**src/source/tcdm_ooo_mux.sv**
```systemverilog
// ******************************
// tcdm ooo mux: N-to-1 arbiter, tags requests
// with an id and routes responses back by id
// ******************************

`timescale 1ns/100ps
`default_nettype none

module tcdm_ooo_mux #(
  parameter int unsigned NB_CHAN = 4,
  parameter int unsigned DW      = 32,
  parameter int unsigned AW      = 12,
  // derived, not meant to be overridden
  parameter int unsigned IW      = (NB_CHAN > 1) ? $clog2(NB_CHAN) : 1
) (
  input  logic                            clk_i,
  input  logic                            rst_ni,
  input  logic                            clear,           // sync clear of rr counter

  input  logic                            priority_force,
  input  logic [NB_CHAN-1:0][IW-1:0]      priority_list,   // entry 0 is highest

  // initiator side
  input  logic [NB_CHAN-1:0]              in_req,
  output logic [NB_CHAN-1:0]              in_gnt,
  input  logic [NB_CHAN-1:0][AW-1:0]      in_add,
  input  logic [NB_CHAN-1:0]              in_wen,
  input  logic [NB_CHAN-1:0][DW-1:0]      in_data,
  input  logic [NB_CHAN-1:0][DW/8-1:0]    in_be,
  output logic [NB_CHAN-1:0]              in_r_valid,
  output logic [NB_CHAN-1:0][DW-1:0]      in_r_data,
  output logic [NB_CHAN-1:0]              in_r_opc,

  // memory side
  output logic                            mem_req,
  input  logic                            mem_gnt,
  output logic [AW-1:0]                   mem_add,
  output logic                            mem_wen,
  output logic [DW-1:0]                   mem_data,
  output logic [DW/8-1:0]                 mem_be,
  output logic [IW-1:0]                   mem_id,          // winner channel number

  input  logic                            resp_valid,
  input  logic [DW-1:0]                   resp_data,
  input  logic                            resp_opc,
  input  logic [IW-1:0]                   resp_id          // channel the response belongs to
);

  logic [IW-1:0]              rr_counter_q;
  logic [NB_CHAN-1:0][IW-1:0] rank_chan;     // channel holding each rank, rank 0 first
  logic [IW-1:0]              winner;
  logic                       xfer;

  assign xfer = mem_req & mem_gnt;  // a transfer happens on this edge

  // round-robin counter, moves only when something is actually granted
  always_ff @(posedge clk_i, negedge rst_ni) begin
    if (!rst_ni) begin
      rr_counter_q <= '0;
    end else if (clear) begin
      rr_counter_q <= '0;
    end else if (xfer) begin
      if (rr_counter_q == IW'(NB_CHAN-1))
        rr_counter_q <= '0;  // wrap
      else
        rr_counter_q <= rr_counter_q + IW'(1);
    end
  end

  // rank list: rotated by the counter, or taken from outside when forced
  always_comb begin
    for (int unsigned r = 0; r < NB_CHAN; r++) begin
      if (priority_force)
        rank_chan[r] = priority_list[r];
      else
        rank_chan[r] = IW'((int'(rr_counter_q) + r) % NB_CHAN);
    end
  end

  // winner-takes-all, scanned from lowest rank up so the best requester wins
  always_comb begin
    winner = rr_counter_q;  // nobody requesting: counter value, whose req is low
    for (int r = NB_CHAN-1; r >= 0; r--) begin
      if (in_req[rank_chan[r]])
        winner = rank_chan[r];
    end
  end

  // forward the winner's request fields
  assign mem_req  = in_req[winner];
  assign mem_add  = in_add[winner];
  assign mem_wen  = in_wen[winner];
  assign mem_data = in_data[winner];
  assign mem_be   = in_be[winner];
  assign mem_id   = winner;  // id tag travels with the access

  // grant only to the winner, response valid only to the id owner
  always_comb begin
    for (int unsigned ch = 0; ch < NB_CHAN; ch++) begin
      in_gnt[ch]     = (winner == IW'(ch)) ? (in_req[ch] & mem_gnt) : 1'b0;
      in_r_valid[ch] = (resp_id == IW'(ch)) ? resp_valid : 1'b0;
      in_r_data[ch]  = resp_data;  // broadcast
      in_r_opc[ch]   = resp_opc;   // broadcast
    end
  end

endmodule : tcdm_ooo_mux

`default_nettype wire

```
**config.mk**
```make
export PLATFORM = sky130hd
export DESIGN_NAME = tcdm_ooo_mux
export DESIGN_NICKNAME = d
export VERILOG_FILES = /design/src/source/tcdm_ooo_mux.sv
export SDC_FILE = /design/constraint.sdc
export NUM_CORES = 1
export LEC_CHECK = 0
export BUFFER_PORTS_ARGS = -buffer_cell sky130_fd_sc_hd__buf_2
export CELL_PAD_IN_SITES_DETAIL_PLACEMENT = 1
export CELL_PAD_IN_SITES_GLOBAL_PLACEMENT = 1
export CORE_AREA = 3 3 170 172
export CTS_CLUSTER_SIZE = 16
export DETAILED_ROUTE_END_ITERATION = 12
export DIE_AREA = 0 0 173 175
export PLACE_DENSITY = 0.56
export SLEW_MARGIN = 25
export SYNTH_ARGS = -nofsm -noshare
export SYNTH_HDL_FRONTEND = slang
export SYNTH_SLANG_ARGS = --single-unit
```
**constraint.sdc**
```tcl
create_clock -name clk_i -period 5.2 [get_ports clk_i]
set_input_delay 0.26 -clock clk_i [delete_from_list [all_inputs] [get_ports clk_i]]
set_output_delay 0.26 -clock clk_i [all_outputs]
set_load 0.01 [all_outputs]
```
======== Word-level counts from Yosys, hierarchy flattened ========
Index checks and enable logic that the tools add are counted.
cells by class
  $add $sub $neg .......................... 4
  order comparisons ....................... 5
  equal/unequal tests ..................... 7
  mux-type cells .......................... 37
  bitwise gates (word level) .............. 5
  reduce and logical (&&, ||, !) cells .... 3
operator list
  operator                                                     number
  binary-select mux 32 bit (select 2 bit)                      1
  two-way mux 32 bit                                           1
  binary-select mux 12 bit (select 2 bit)                      1
  two-way mux 2 bit                                            11
  less-than comparator 2 x 3 -> 1 bit (second input constant)  5
  two-way mux 1 bit                                            14
  binary-select mux 1 bit (select 2 bit)                       6
  two-way mux 12 bit                                           1
  == test 2 bit (second input constant)                        5
  binary-select mux 4 bit (select 2 bit)                       1
  bitwise AND 1 bit                                            5
  adder 2 x 1 -> 2 bit (second input constant)                 2
  adder 2 bit (second input constant)                          2
  == test 2 x 1 -> 1 bit (second input constant)               2
  logical NOT 2 bit                                            2
  two-way mux 4 bit                                            1
  nonzero test 2 bit                                           1
storage, ports and cells
  bits in registers ....................... 2
  output and inout port bits .............. 192

======== Longest topological paths before layout ========
  word-level depth ........................ 13
  mapped depth ............................ 12
  depth with buffers taken out ............ 10

======== Worst setup path after synthesis ========
OpenSTA, ideal clock, no wires.
  path kind ............................... register to output
  start point ............................. reg rr_counter_q[0]
  end point ............................... out in_gnt[3]
  data arrival time ....................... 2.676 ns
  data required time ...................... 4.940 ns
  slack ................................... 2.264 ns
  cell stages (with the launch flop) ...... 11
  buffers on the path ..................... 2
  cell sequence ........................... dfrtp_1 -> ha_1 -> nand2b_1 -> a21boi_1 -> mux2_2 -> a31oi_1 -> a2bb2oi_2 -> buf_2 -> buf_2 -> nand2_1 -> nor3_1
on the way
  word-level cells in the longest chain between the ends .. 10
  elaborated cells between the ends (all ways) .. 21
RTL lines
  what                                     RTL line  source
  start: declaration                       49        logic [IW-1:0] rr_counter_q;
  start signal: assignment                 66        rr_counter_q <= rr_counter_q + IW'(1);
  adder 2 bit                              76        rank_chan[r] = IW'((int'(rr_counter_q) + r) % NB_CHAN);
  two-way mux 2 bit                        73        if (priority_force)
  binary-select mux 1 bit (select 2 bit)   84        if (in_req[rank_chan[r]])
  two-way mux 1 bit (not written as such)  84
  two-way mux 2 bit (3 in a row)           84
  two-way mux 2 bit (*)                    84
  == test 2 bit (*)                        100       in_gnt[ch] = (winner == IW'(ch)) ? (in_req[ch] & mem_gnt) : 1'b0;
  two-way mux 1 bit (*)                    100
  end: declaration                         25        output logic [NB_CHAN-1:0] in_gnt,
Mark *: on every way between the ends. The rest lies on a longest branch, timed or not. The select of a mux whose other input is x is not followed.

======== Worst setup path in the final report ========
  start point ............................. reg rr_counter_q[0]
  end point ............................... out mem_data[30]
on the way
  word-level cells in the longest chain between the ends .. 10
  elaborated cells between the ends (all ways) .. 21
RTL lines
  what                                          RTL line  source
  adder 2 bit                                   76
  two-way mux 2 bit                             73
  binary-select mux 1 bit (select 2 bit)        84
  two-way mux 1 bit (not written as such)       84
  two-way mux 2 bit (3 in a row)                84
  two-way mux 2 bit (*)                         84
  binary-select mux 32 bit (select 2 bit) (*)   93        assign mem_data = in_data[winner];
  two-way mux 32 bit (not written as such) (*)  93
  end: declaration                              39        output logic [DW-1:0] mem_data,
Marks and branches as above.

==> run_results.csv <==
group,metric,value,unit
outcome,status,"complete, no violations",
grt,grt_antenna_before_repair,4,
place,io_buffers,275,
timing,period_needed,4.04,ns
synthesis,yosysWarnings,0,
critical_path,path_cells,"ha_1 -> nand2b_1 -> a21boi_1 -> nand3_1 -> a211oi_1 -> a21oi_4 -> inv_4 -> buf_12 -> mux2_1 -> nor2_1 -> a31oi_1 -> buf_2",
pwr,p_leak,2.00,nW
critical_path,end_kind,"output port",
timing,slew_headroom,54.4,%
cells_and_area,nNetsFinal,861,
cells_and_area,design_area,4050,um^2
floorplanning,start_util,11.7,%
floorplanning,die_x,173,um
drt,viasPerCell,3.74,
drt,first_iter_violations,80,
critical_path,cp.buffers_inverters,3,
timing,worst_pin_slew,0.683,ns
drt,num_vias,3694,
place,place_area,3960,um^2
cells_and_area,fin_cells,988,
floorplanning,core,27600,um^2
synthesis,synth_top_area_share,31.2,%
clocking,root_buffer,"clkbuf_16",
drt,drt-wirelength-per-cell,15.3,um
synthesis,async_flop_share,100,%
synthesis,syn-instance-count,489,
synthesis,seq_area_frac_synth,1.55,%
cells_and_area,final_common_cell,"buf_2",
synthesis,syn_area,3220,um^2
critical_path,cp.arrival,3.78,ns
synthesis,netlist_top_cells_area,"buf_4, mux2_1, nand2_1",
critical_path,worst-r2r-cell-count,11,
clocking,cts.path.max_buffers,2,
synthesis,syn_area_per_cell,6.59,um^2
synthesis,synth_edf_count,0,
place,gp_congestion,0.785,
grt,grt_overflow,0,
critical_path,r2r-start,"rr_counter_q[0]",
clocking,cts_tree,"done",
place,dp_cells,983,
grt,globalRouteTotalUtil,9.17,%
synthesis,ys_types,39,
timing,hold_slack,0.355,ns
pwr,total_power,1.29,mW
floorplanning,die_h,175,um
synthesis,synth_area_leader_cell,"buf_4",
timing,maxSlewViolCount,0,
cells_and_area,drive_gt1_share,49.3,%
floorplanning,dieArea,30300,um^2
hold_path,hold_class,"in -> async",
synthesis,syn_nets,739,
grt,grt_pass1_vias,3791,
critical_path,crit_family,"buffers and inverters",
clocking,clk_pin_slew,0.03,ns
clocking,cts-htree-levels,1,
critical_path,startpoint,"rr_counter_q[0]",
timing,hold_viol_final,0,
pwr,ir_drop,0.000132,V
place,post-place-ws,1.28,ns
floorplanning,io_pins,441,
pwr,powerDensity,319,nW/um^2
cells_and_area,mostFrequentLayoutCells,"buf_2, nand2_1, nor2_1, a31oi_1, mux2_1",
drt,drc,0,
job,max_cap_viol_count,0,
timing,period_share,77.6,%
critical_path,crit_cells,12,
drt,dr.pass1.iters,4,
critical_path,path_max_fanout,64,
cells_and_area,regMostFlops,"rr_counter_q",
cells_and_area,n_fill_cell,3496,
clocking,cts_num_sinks,2,
critical_path,slowest_delay,0.45,ns
cells_and_area,top_regs,"rr_counter_q x2",
critical_path,startpoint_type,"flip-flop",
timing,fin_skew,0.000975,ns
synthesis,ys.flop_type,"dfrtp_1",
cells_and_area,utilization,14.7,%
clocking,cts_buffers,3,
cells_and_area,largest_reg_flops,2,
timing,setup_tns,0,ns
timing,finalSetupViolations,0,
timing,rsz0062_at_grt,"no",
grt,grt_max_degree,66,
clocking,clock_latency,0.22,ns
clocking,cts_resized,0,
drt,ant_nets,0,
floorplanning,rows,61,
grt,grt_pass1_wl,22300,um
critical_path,critPathKind,"reg -> out",
critical_path,cp.required,4.94,ns
synthesis,ys_ff_latch,2,
place,dp_hpwl,12500,um
timing,max_freq,248,MHz
cells_and_area,syn_to_final_growth,25.6,%
drt,routed_wl,15100,um
timing,setup_ws,1.16,ns
critical_path,cp_slowest_cell,"dfrtp_1",
-- worst paths after layout --
path	endpoint	slack (ns)
setup reg to reg	rr_counter_q[0]	1.43
min in group clk_i	rr_counter_q[1]	0.36
hold / removal	rr_counter_q[0]	0.36
max in group asynchronous	rr_counter_q[1]	4.74
hold reg to reg	rr_counter_q[1]	0.61
setup / recovery	mem_data[30]	1.16
-- repair_timing --
item                       CTS  global route
setup endpoints to repair    0             0
buffers inserted             0             0
hold endpoints to repair     2             0
hold buffers                 1             0
-- logic make-up after synthesis --
logic type                 after synthesis  share of synthesized area [%]
and+or+nand+nor                        180                           22.4
buffers and inverters                  167                           36.7
muxes                                   71                           24.6
AOI/OAI and AO/OA                       68                           14.4
DFF                                      2                           1.55
adders and majority gates                1                          0.388
-- where the power goes --
| part | internal (mW) | switching [mW] | leakage (nW) | total (mW) |
|---|---|---|---|---|
| combinational | 0.461 | 0.689 | 1.93 | 1.15 |
| clock | 0.0980 | 0.0193 | 0.0370 | 0.117 |
| sequential | 0.0189 | 0.00603 | 0.0271 | 0.0249 |
-- layout make-up --
type | instances | area [um^2] | share of cell area [%]
Antenna cell | 1 | 2.50 | 0.0618
Clock buffer | 3 | 75.1 | 1.85
Inverter | 4 | 17.5 | 0.432
Multi-Input combinational cell | 320 | 2000 | 49.5
Sequential cell | 2 | 50.0 | 1.24
Tap cell | 378 | 473 | 11.7
Timing Repair Buffer | 280 | 1430 | 35.3
-- cell usage after synthesis, types with 2 or more instances --
cell type,count
mux2_1,45
nand2b_1,3
nand3_1,3
mux2i_1,13
clkbuf_1,17
inv_1,3
buf_2,6
a21oi_1,2
nand2_1,107
nor2_1,54
dfrtp_1,2
buf_4,134
nor3_1,5
a31oi_1,50
o21ai_0,5
mux2_2,12
buf_6,6
-- per-layer routing --
layer	GRT usage (%)	wire, um
met1	10.2	5880
met3	2.56	1260
met2	17.2	7650
met4	2.16	289
met5	0	55
(Power assumes the default switching activity.)
