--- src/source/tcdm_ooo_pkg.sv ---
// ******************************
// tcdm ooo package: default sizes, latencies
// and the op / latency-class enums
// ******************************

`default_nettype none

package tcdm_ooo_pkg;

  // default sizes, overridden only through the top level parameters
  parameter int unsigned DEFAULT_NB_CHAN  = 4;    // initiator channels
  parameter int unsigned DEFAULT_DW       = 32;   // data width in bits
  parameter int unsigned DEFAULT_AW       = 12;   // byte address width
  parameter int unsigned DEFAULT_NB_WORDS = 512;  // bank depth in words

  // response latency, counted in edges after the grant edge
  parameter int unsigned FAST_LAT = 1;  // lower half of the bank
  parameter int unsigned SLOW_LAT = 3;  // upper half of the bank

  // operation decoded from wen (TCDM wen is active low)
  typedef enum logic {
    MEM_READ  = 1'b0,
    MEM_WRITE = 1'b1
  } mem_op_e;

  // latency class of an access, picks the delay line insertion point
  typedef enum logic {
    LAT_FAST = 1'b0,
    LAT_SLOW = 1'b1
  } lat_class_e;

endpackage : tcdm_ooo_pkg

`default_nettype wire

--- src/source/tcdm_resp_scheduler.sv ---
// ******************************
// tcdm resp scheduler: fast/slow delay line
// and grant back-pressure
// ******************************

`timescale 1ns/100ps
`default_nettype none

module tcdm_resp_scheduler #(
  parameter int unsigned DW      = 32,
  parameter int unsigned NB_CHAN = 4,
  // derived, not meant to be overridden
  parameter int unsigned IW      = (NB_CHAN > 1) ? $clog2(NB_CHAN) : 1
) (
  input  logic                       clk_i,
  input  logic                       rst_ni,

  input  logic                       mem_req,
  input  tcdm_ooo_pkg::lat_class_e   mem_add_slow,  // class of the pending access
  output logic                       mem_gnt,

  input  logic                       acc_valid,
  input  tcdm_ooo_pkg::mem_op_e      acc_op,
  input  tcdm_ooo_pkg::lat_class_e   acc_lat,
  input  logic [DW-1:0]              acc_data,
  input  logic                       acc_err,
  input  logic [IW-1:0]              acc_id,

  output logic                       resp_valid,
  output logic [DW-1:0]              resp_data,
  output logic                       resp_opc,
  output logic [IW-1:0]              resp_id
);

  localparam int unsigned NB_STAGES  = tcdm_ooo_pkg::SLOW_LAT;
  // fast entries skip ahead so they need FAST_LAT edges to the output
  localparam int unsigned FAST_STAGE = tcdm_ooo_pkg::SLOW_LAT - tcdm_ooo_pkg::FAST_LAT;

  logic          stg_valid_q [NB_STAGES];
  logic [DW-1:0] stg_data_q  [NB_STAGES];
  logic          stg_err_q   [NB_STAGES];
  logic [IW-1:0] stg_id_q    [NB_STAGES];

  logic          ins_fast;
  logic          ins_slow;
  logic [DW-1:0] ins_data;

  // a fast access would collide with whatever moves into the fast stage
  assign mem_gnt = mem_req &
                   ~((mem_add_slow == tcdm_ooo_pkg::LAT_FAST) & stg_valid_q[FAST_STAGE-1]);

  assign ins_fast = acc_valid & (acc_lat == tcdm_ooo_pkg::LAT_FAST);
  assign ins_slow = acc_valid & (acc_lat == tcdm_ooo_pkg::LAT_SLOW);
  assign ins_data = (acc_op == tcdm_ooo_pkg::MEM_WRITE) ? '0 : acc_data;  // writes answer zero

  // occupancy of the delay line plus output stage
  always_ff @(posedge clk_i, negedge rst_ni) begin
    if (!rst_ni) begin
      for (int unsigned s = 0; s < NB_STAGES; s++)
        stg_valid_q[s] <= 1'b0;
      resp_valid <= 1'b0;
    end else begin
      stg_valid_q[0] <= ins_slow;  // slow entry point
      for (int unsigned s = 1; s < NB_STAGES; s++) begin
        if (s == FAST_STAGE)
          stg_valid_q[s] <= stg_valid_q[s-1] | ins_fast;  // never both, see mem_gnt
        else
          stg_valid_q[s] <= stg_valid_q[s-1];
      end
      resp_valid <= stg_valid_q[NB_STAGES-1];
    end
  end

  // payload shifts along with the valid bits
  always_ff @(posedge clk_i) begin
    stg_data_q[0] <= ins_data;
    stg_err_q[0]  <= acc_err;
    stg_id_q[0]   <= acc_id;
    for (int unsigned s = 1; s < NB_STAGES; s++) begin
      if (s == FAST_STAGE && ins_fast) begin
        stg_data_q[s] <= ins_data;
        stg_err_q[s]  <= acc_err;
        stg_id_q[s]   <= acc_id;
      end else begin
        stg_data_q[s] <= stg_data_q[s-1];
        stg_err_q[s]  <= stg_err_q[s-1];
        stg_id_q[s]   <= stg_id_q[s-1];
      end
    end
    // output stage
    resp_data <= stg_data_q[NB_STAGES-1];
    resp_opc  <= stg_err_q[NB_STAGES-1];  // opc reports the range error
    resp_id   <= stg_id_q[NB_STAGES-1];
  end

endmodule : tcdm_resp_scheduler

`default_nettype wire

--- config.mk ---
export PLATFORM = sky130hd
export DESIGN_NAME = tcdm_resp_scheduler
export DESIGN_NICKNAME = d
export VERILOG_FILES = /design/src/source/tcdm_ooo_pkg.sv /design/src/source/tcdm_resp_scheduler.sv
export SDC_FILE = /design/constraint.sdc
export NUM_CORES = 1
export LEC_CHECK = 0
export BUFFER_PORTS_ARGS = -buffer_cell sky130_fd_sc_hd__buf_2
export CAP_MARGIN = 20
export CORE_ASPECT_RATIO = 1.5
export CORE_UTILIZATION = 40
export DETAILED_ROUTE_END_ITERATION = 8
export PLACE_DENSITY = 0.66
export SYNTH_ARGS = -nofsm -noshare
export SYNTH_HDL_FRONTEND = slang
export SYNTH_SLANG_ARGS = --single-unit
--- constraint.sdc ---
create_clock -name clk_i -period 1.1 [get_ports clk_i]
set_clock_uncertainty 0.05 [all_clocks]
set_input_delay 0.055 -clock clk_i [delete_from_list [all_inputs] [get_ports clk_i]]
set_output_delay 0.055 -clock clk_i [all_outputs]
set_load 0.01 [all_outputs]
## Word-level counts from Yosys, hierarchy flattened

Memory sizes are Yosys's and may differ from the RTL's. A register that Yosys moved wholly into a read port is not among the register bits.
Cells that the tools add are included.

- Muxes and demuxes: 7
- Bitwise gates (word level): 11

Operators with widths:

| operator | count |
|---|---|
| two-way mux 32 bit | 2 |
| AND 1 bit | 4 |
| two-way mux 1 bit | 4 |
| bitwise OR 1 bit | 4 |
| inverter 1 bit | 3 |
| two-way mux 2 bit | 1 |

- Flip-flop bits (word level): 4
- Memory bits (writable): 105
- Input port bits: 42
- Output and inout bits: 37
- Word-level logic and storage cells: 25
- Memories kept: 3

Memories:

| name | depth | width | read ports | clocked after Yosys merged registers in | write ports | RTL line | text |
|---|---|---|---|---|---|---|---|
| stg_data_q | 3 | 32 | 3 | 1 | 3 | tcdm_resp_scheduler.sv:40 | `logic [DW-1:0] stg_data_q [NB_STAGES];` |
| stg_id_q | 3 | 2 | 3 | 1 | 3 | tcdm_resp_scheduler.sv:42 | `logic [IW-1:0] stg_id_q [NB_STAGES];` |
| stg_err_q | 3 | 1 | 3 | 1 | 3 | tcdm_resp_scheduler.sv:41 | `logic stg_err_q [NB_STAGES];` |

## Longest topological paths before layout

- Depth after elaboration: 5
- Mapped depth: 4
- Depth with buffers taken out: 2

## Least setup slack after synthesis

Ideal clock, no wire load.

- Path type: input -> register
- From: in acc_valid
- To: mem stg_data_q[2][10]
- Library setup time: 0.121 ns
- Data arrival time: 0.751 ns
- Setup slack: 0.177 ns
- Stages: 4
- Path buffers: 2
- Path through: nor2b_4 -> buf_6 -> buf_12 -> mux2_4

RTL lines:

| item | RTL line | text |
|---|---|---|
| from (decl) | tcdm_resp_scheduler.sv:22 | `input logic acc_valid,` |
| to (decl) | tcdm_resp_scheduler.sv:40 |  |

## Worst setup path after layout

- From: reg stg_valid_q[1] in the netlist's numbering
- To: out mem_gnt

- Word-level cells in the longest chain between the ends: 3

Ends and longest elaborated chain:

| item | RTL line | text |
|---|---|---|
| from (decl) | tcdm_resp_scheduler.sv:39 | `logic stg_valid_q [NB_STAGES];` |
| from (signal, indexed assignment) | tcdm_resp_scheduler.sv:66 | `stg_valid_q[s] <= stg_valid_q[s-1] \| ins_fast;` |
| from (signal, indexed assignment) | tcdm_resp_scheduler.sv:68 | `stg_valid_q[s] <= stg_valid_q[s-1];` |
| AND 1 bit | tcdm_resp_scheduler.sv:50 | `~((mem_add_slow == tcdm_ooo_pkg::LAT_FAST) & stg_valid_q[FAST_STAGE-1]);` |
| inverter 1 bit | tcdm_resp_scheduler.sv:50 |  |
| AND 1 bit | tcdm_resp_scheduler.sv:49 | `assign mem_gnt = mem_req &` |
| to (decl) | tcdm_resp_scheduler.sv:20 | `output logic mem_gnt,` |

Every way passes these cells.

==> impl_metrics.ini <==
[status]
status = finished with violations
violations = hold timing, setup timing

[setup_path]
worst-setup-path-type = register to output pin
worstSetupStartpointType = register
cp_cell_sequence = a21boi_1 > buf_2
cp.required_ns = 1.00
max_stage_delay_ns = 0.37
cp_top_family = flip-flops
endpoint_kind = output pin
path_buf_inv = 1
worstPathArrival_ns = 1.03
slowest_stage = dfrtp_1
worstPathMaxFanout = 2

[yosys]
ys_types = 15
synth_area_sq_mm = 0.003736
ys_warn_count = 0
syn_nets = 265
avgSynthCellArea_sq_um = 16.75
synth-seq-cells = 144
synth-seq-area-share_pct = 77.70
syn_inst = 223

[power_and_ir_drop]
seq_power_share_pct = 46.6
leakage_nw = 2.371
comb_power_share_pct = 5.2
switching_share_pct = 19.41
p_clk_share_pct = 48.2
p_sw_mw = 2.346
peakVddDrop_uv = 1590
internal_power_mw = 9.742
powerDensity_mw_per_mm2 = 2302

[floorplanning]
die_y_um = 120.4
coreArea_sq_mm = 0.008934
pin_count = 79
fp-row-count = 42
fp.dieW_um = 80.91
dieArea_sq_mm = 0.009739
initial_core_util_pct = 41.82

[layout]
area_growth_pct = 40.52
num_antenna_cells = 0
nNetsFinal = 398
drive_gt1_share_pct = 40.49
utilization_pct = 58.77
postLayoutCellArea_sq_mm = 0.005250
fin_cells = 478

[placed_design]
hpwlAfterDp_um = 3350
placed_area_sq_mm = 0.004243
placedCellCount = 408
globalplace.congestion = 0.6153
portBuffers = 78

[clocking]
clock_sinks = 144
cts_tree = yes
cts_buffers = 17
clk_path_buf_depth = 2
clk_pin_slew_ns = 0.05
htree_levels = 4
cts_root_buf = clkbuf_16
cts_setup_buffers = 0
worstSkewPairLatency_ns = 0.40

[global_routing]
grtUsageTotal_pct = 12.52
first_global_vias = 1922
gr-total-overflow = 0
antenna_found_initial = 0
grt_pass1_wl_um = 8590
grt_max_degree = 23

[timing]
tns_ns = -0.03460
layout_setup_ws_ns = -0.03460
finalMaxSlewViolations = 0
slew_headroom_pct = 85.05
grt_setup_unrepaired = true
post-route-min-period_ns = 1.135
timing.hold.ws_ns = -0.03190
fmax_mhz = 881.4
hold_viol_final = 7
setup_viol = 1
finalCritPeriodShare_pct = 103.1
tightest_slew_ns = 0.2242

[drt]
ant_nets = 0
vias = 1904
finalWirelength_um = 5403
viasPerCell = 3.983
drt_iter0_drc = 34
route.detailed.drc = 0
dr.pass1.iters = 4
wl_per_cell_um = 11.30

[min_path]
hp-class = input port to register

[flow_run]
max_cap_violations = 0
[power by group through the flow]
stage               Clock [mW]  Combinational [mW]  Sequential [mW]
global placement             0               0.519             5.73
global route              6.22               0.686             5.66
detailed placement           0               0.530             5.75
finish                    5.83               0.629             5.63
CTS                       5.98               0.642             5.63
floorplan                    0               0.273             5.78
[synth_stat cells]
cell | instances | share of area, %
dfxtp_1 | 140 | 75
nor2b_1 | 31 | 5.2
mux2_4 | 29 | 12
mux2_2 | 6 | 1.8
dfrtp_1 | 4 | 2.7
buf_12 | 3 | 1.6
buf_2 | 2 | 0.27
a21boi_0 | 1 | 0.20
and2_1 | 1 | 0.17
and2b_4 | 1 | 0.27
buf_4 | 1 | 0.20
buf_6 | 1 | 0.30
inv_1 | 1 | 0.10
nor2b_4 | 1 | 0.37
or2_1 | 1 | 0.17
[final cells by class]
| cell class | count | area (sq um) |
|---|---|---|
| Timing Repair Buffer | 121 | 848.3 |
| Tap cell | 110 | 137.6 |
| Multi-Input combinational cell | 71 | 740.7 |
| Clock inverter | 13 | 187.7 |
| Inverter | 1 | 3.754 |
| Sequential cell | 144 | 2903 |
| Clock buffer | 18 | 429.2 |
| Fill cell | 703 | 3684 |
[cells by family (layout without fill, tap and decap cells)]
kind of cell / Yosys count / after routing / share of synthesized area, %
AND/OR/NAND/NOR: 35 / 35 / 6.162
AO/OA/AOI/OAI: 1 / 1 / 0.2010
flip-flops: 144 / 144 / 77.70
buffers and inverters: 8 / 153 / 2.478
multiplexers: 35 / 35 / 13.46
[metal layers]
layer | track usage [%] | vias to the layer above | share of wire, %
met4 | 7.701 | 0 | 1.5
met5 | 0 | - | 0
met1 | 12.55 | 867 | 41
met3 | 5.811 | 5 | 4.9
li1 | - | 980 | -
met2 | 20.54 | 52 | 53
[cell usage in the layout (no fill, tap or decap), types with 2 or more instances in the layout]
| cell | instances |
|---|---|
| buf_12 | 3 |
| buf_2 | 78 |
| bufinv_16 | 4 |
| clkbuf_16 | 17 |
| clkinv_2 | 2 |
| clkinv_4 | 2 |
| clkinvlp_4 | 3 |
| dfrtp_1 | 4 |
| dfxtp_1 | 140 |
| dlygate4sd3_1 | 39 |
| inv_6 | 2 |
| mux2_2 | 6 |
| mux2_4 | 29 |
| nor2b_1 | 31 |
[state kept, by name, summed over array words and instances, names as in the netlist]
signal and flops:
stg_id_q 6, stg_err_q 3, resp_opc 1, resp_id 2, stg_data_q 96, resp_valid 1, resp_data 32, stg_valid_q 3
[path summary, 6_finish.rpt]
path	end	start	cells after the start	slack (ns)
setup / recovery	mem_gnt	stg_valid_q[1]	2	-0.03
hold / removal	stg_data_q[0][1]	acc_op	2	-0.03
setup reg to reg	stg_valid_q[0]	stg_valid_q[1]	1	0.34
hold reg to reg	stg_data_q[1][16]	stg_data_q[0][16]	0	0.27
max in group asynchronous	stg_valid_q[2]	rst_ni	3	0.34
min in group asynchronous	resp_valid	rst_ni	3	0.49
[what timing repair did]
| item | 4_1_cts | 5_1_grt |
|---|---|---|
| setup endpoints to repair | 1 | 8 |
| resized for setup | 1 | 0 |
| hold buffers | 40 | 0 |
| endpoints found under the hold margin | 52 | 0 |
[per-stage QoR]
step | setup slack [ns] | hold WS, ns | total power, mW
3_3_place_gp | 0.01603 | -0.1898 | 6.252
3_5_place_dp | 0.004617 | -0.1831 | 6.276
5_1_grt | -0.07923 | 0.03267 | 12.57
4_1_cts | -0.05907 | 0.003950 | 12.26
6_report | -0.03460 | -0.03190 | 12.09
2_1_floorplan | 0.1772 | -0.2906 | 6.050
Note: power is estimated with default switching activity, not from simulation.
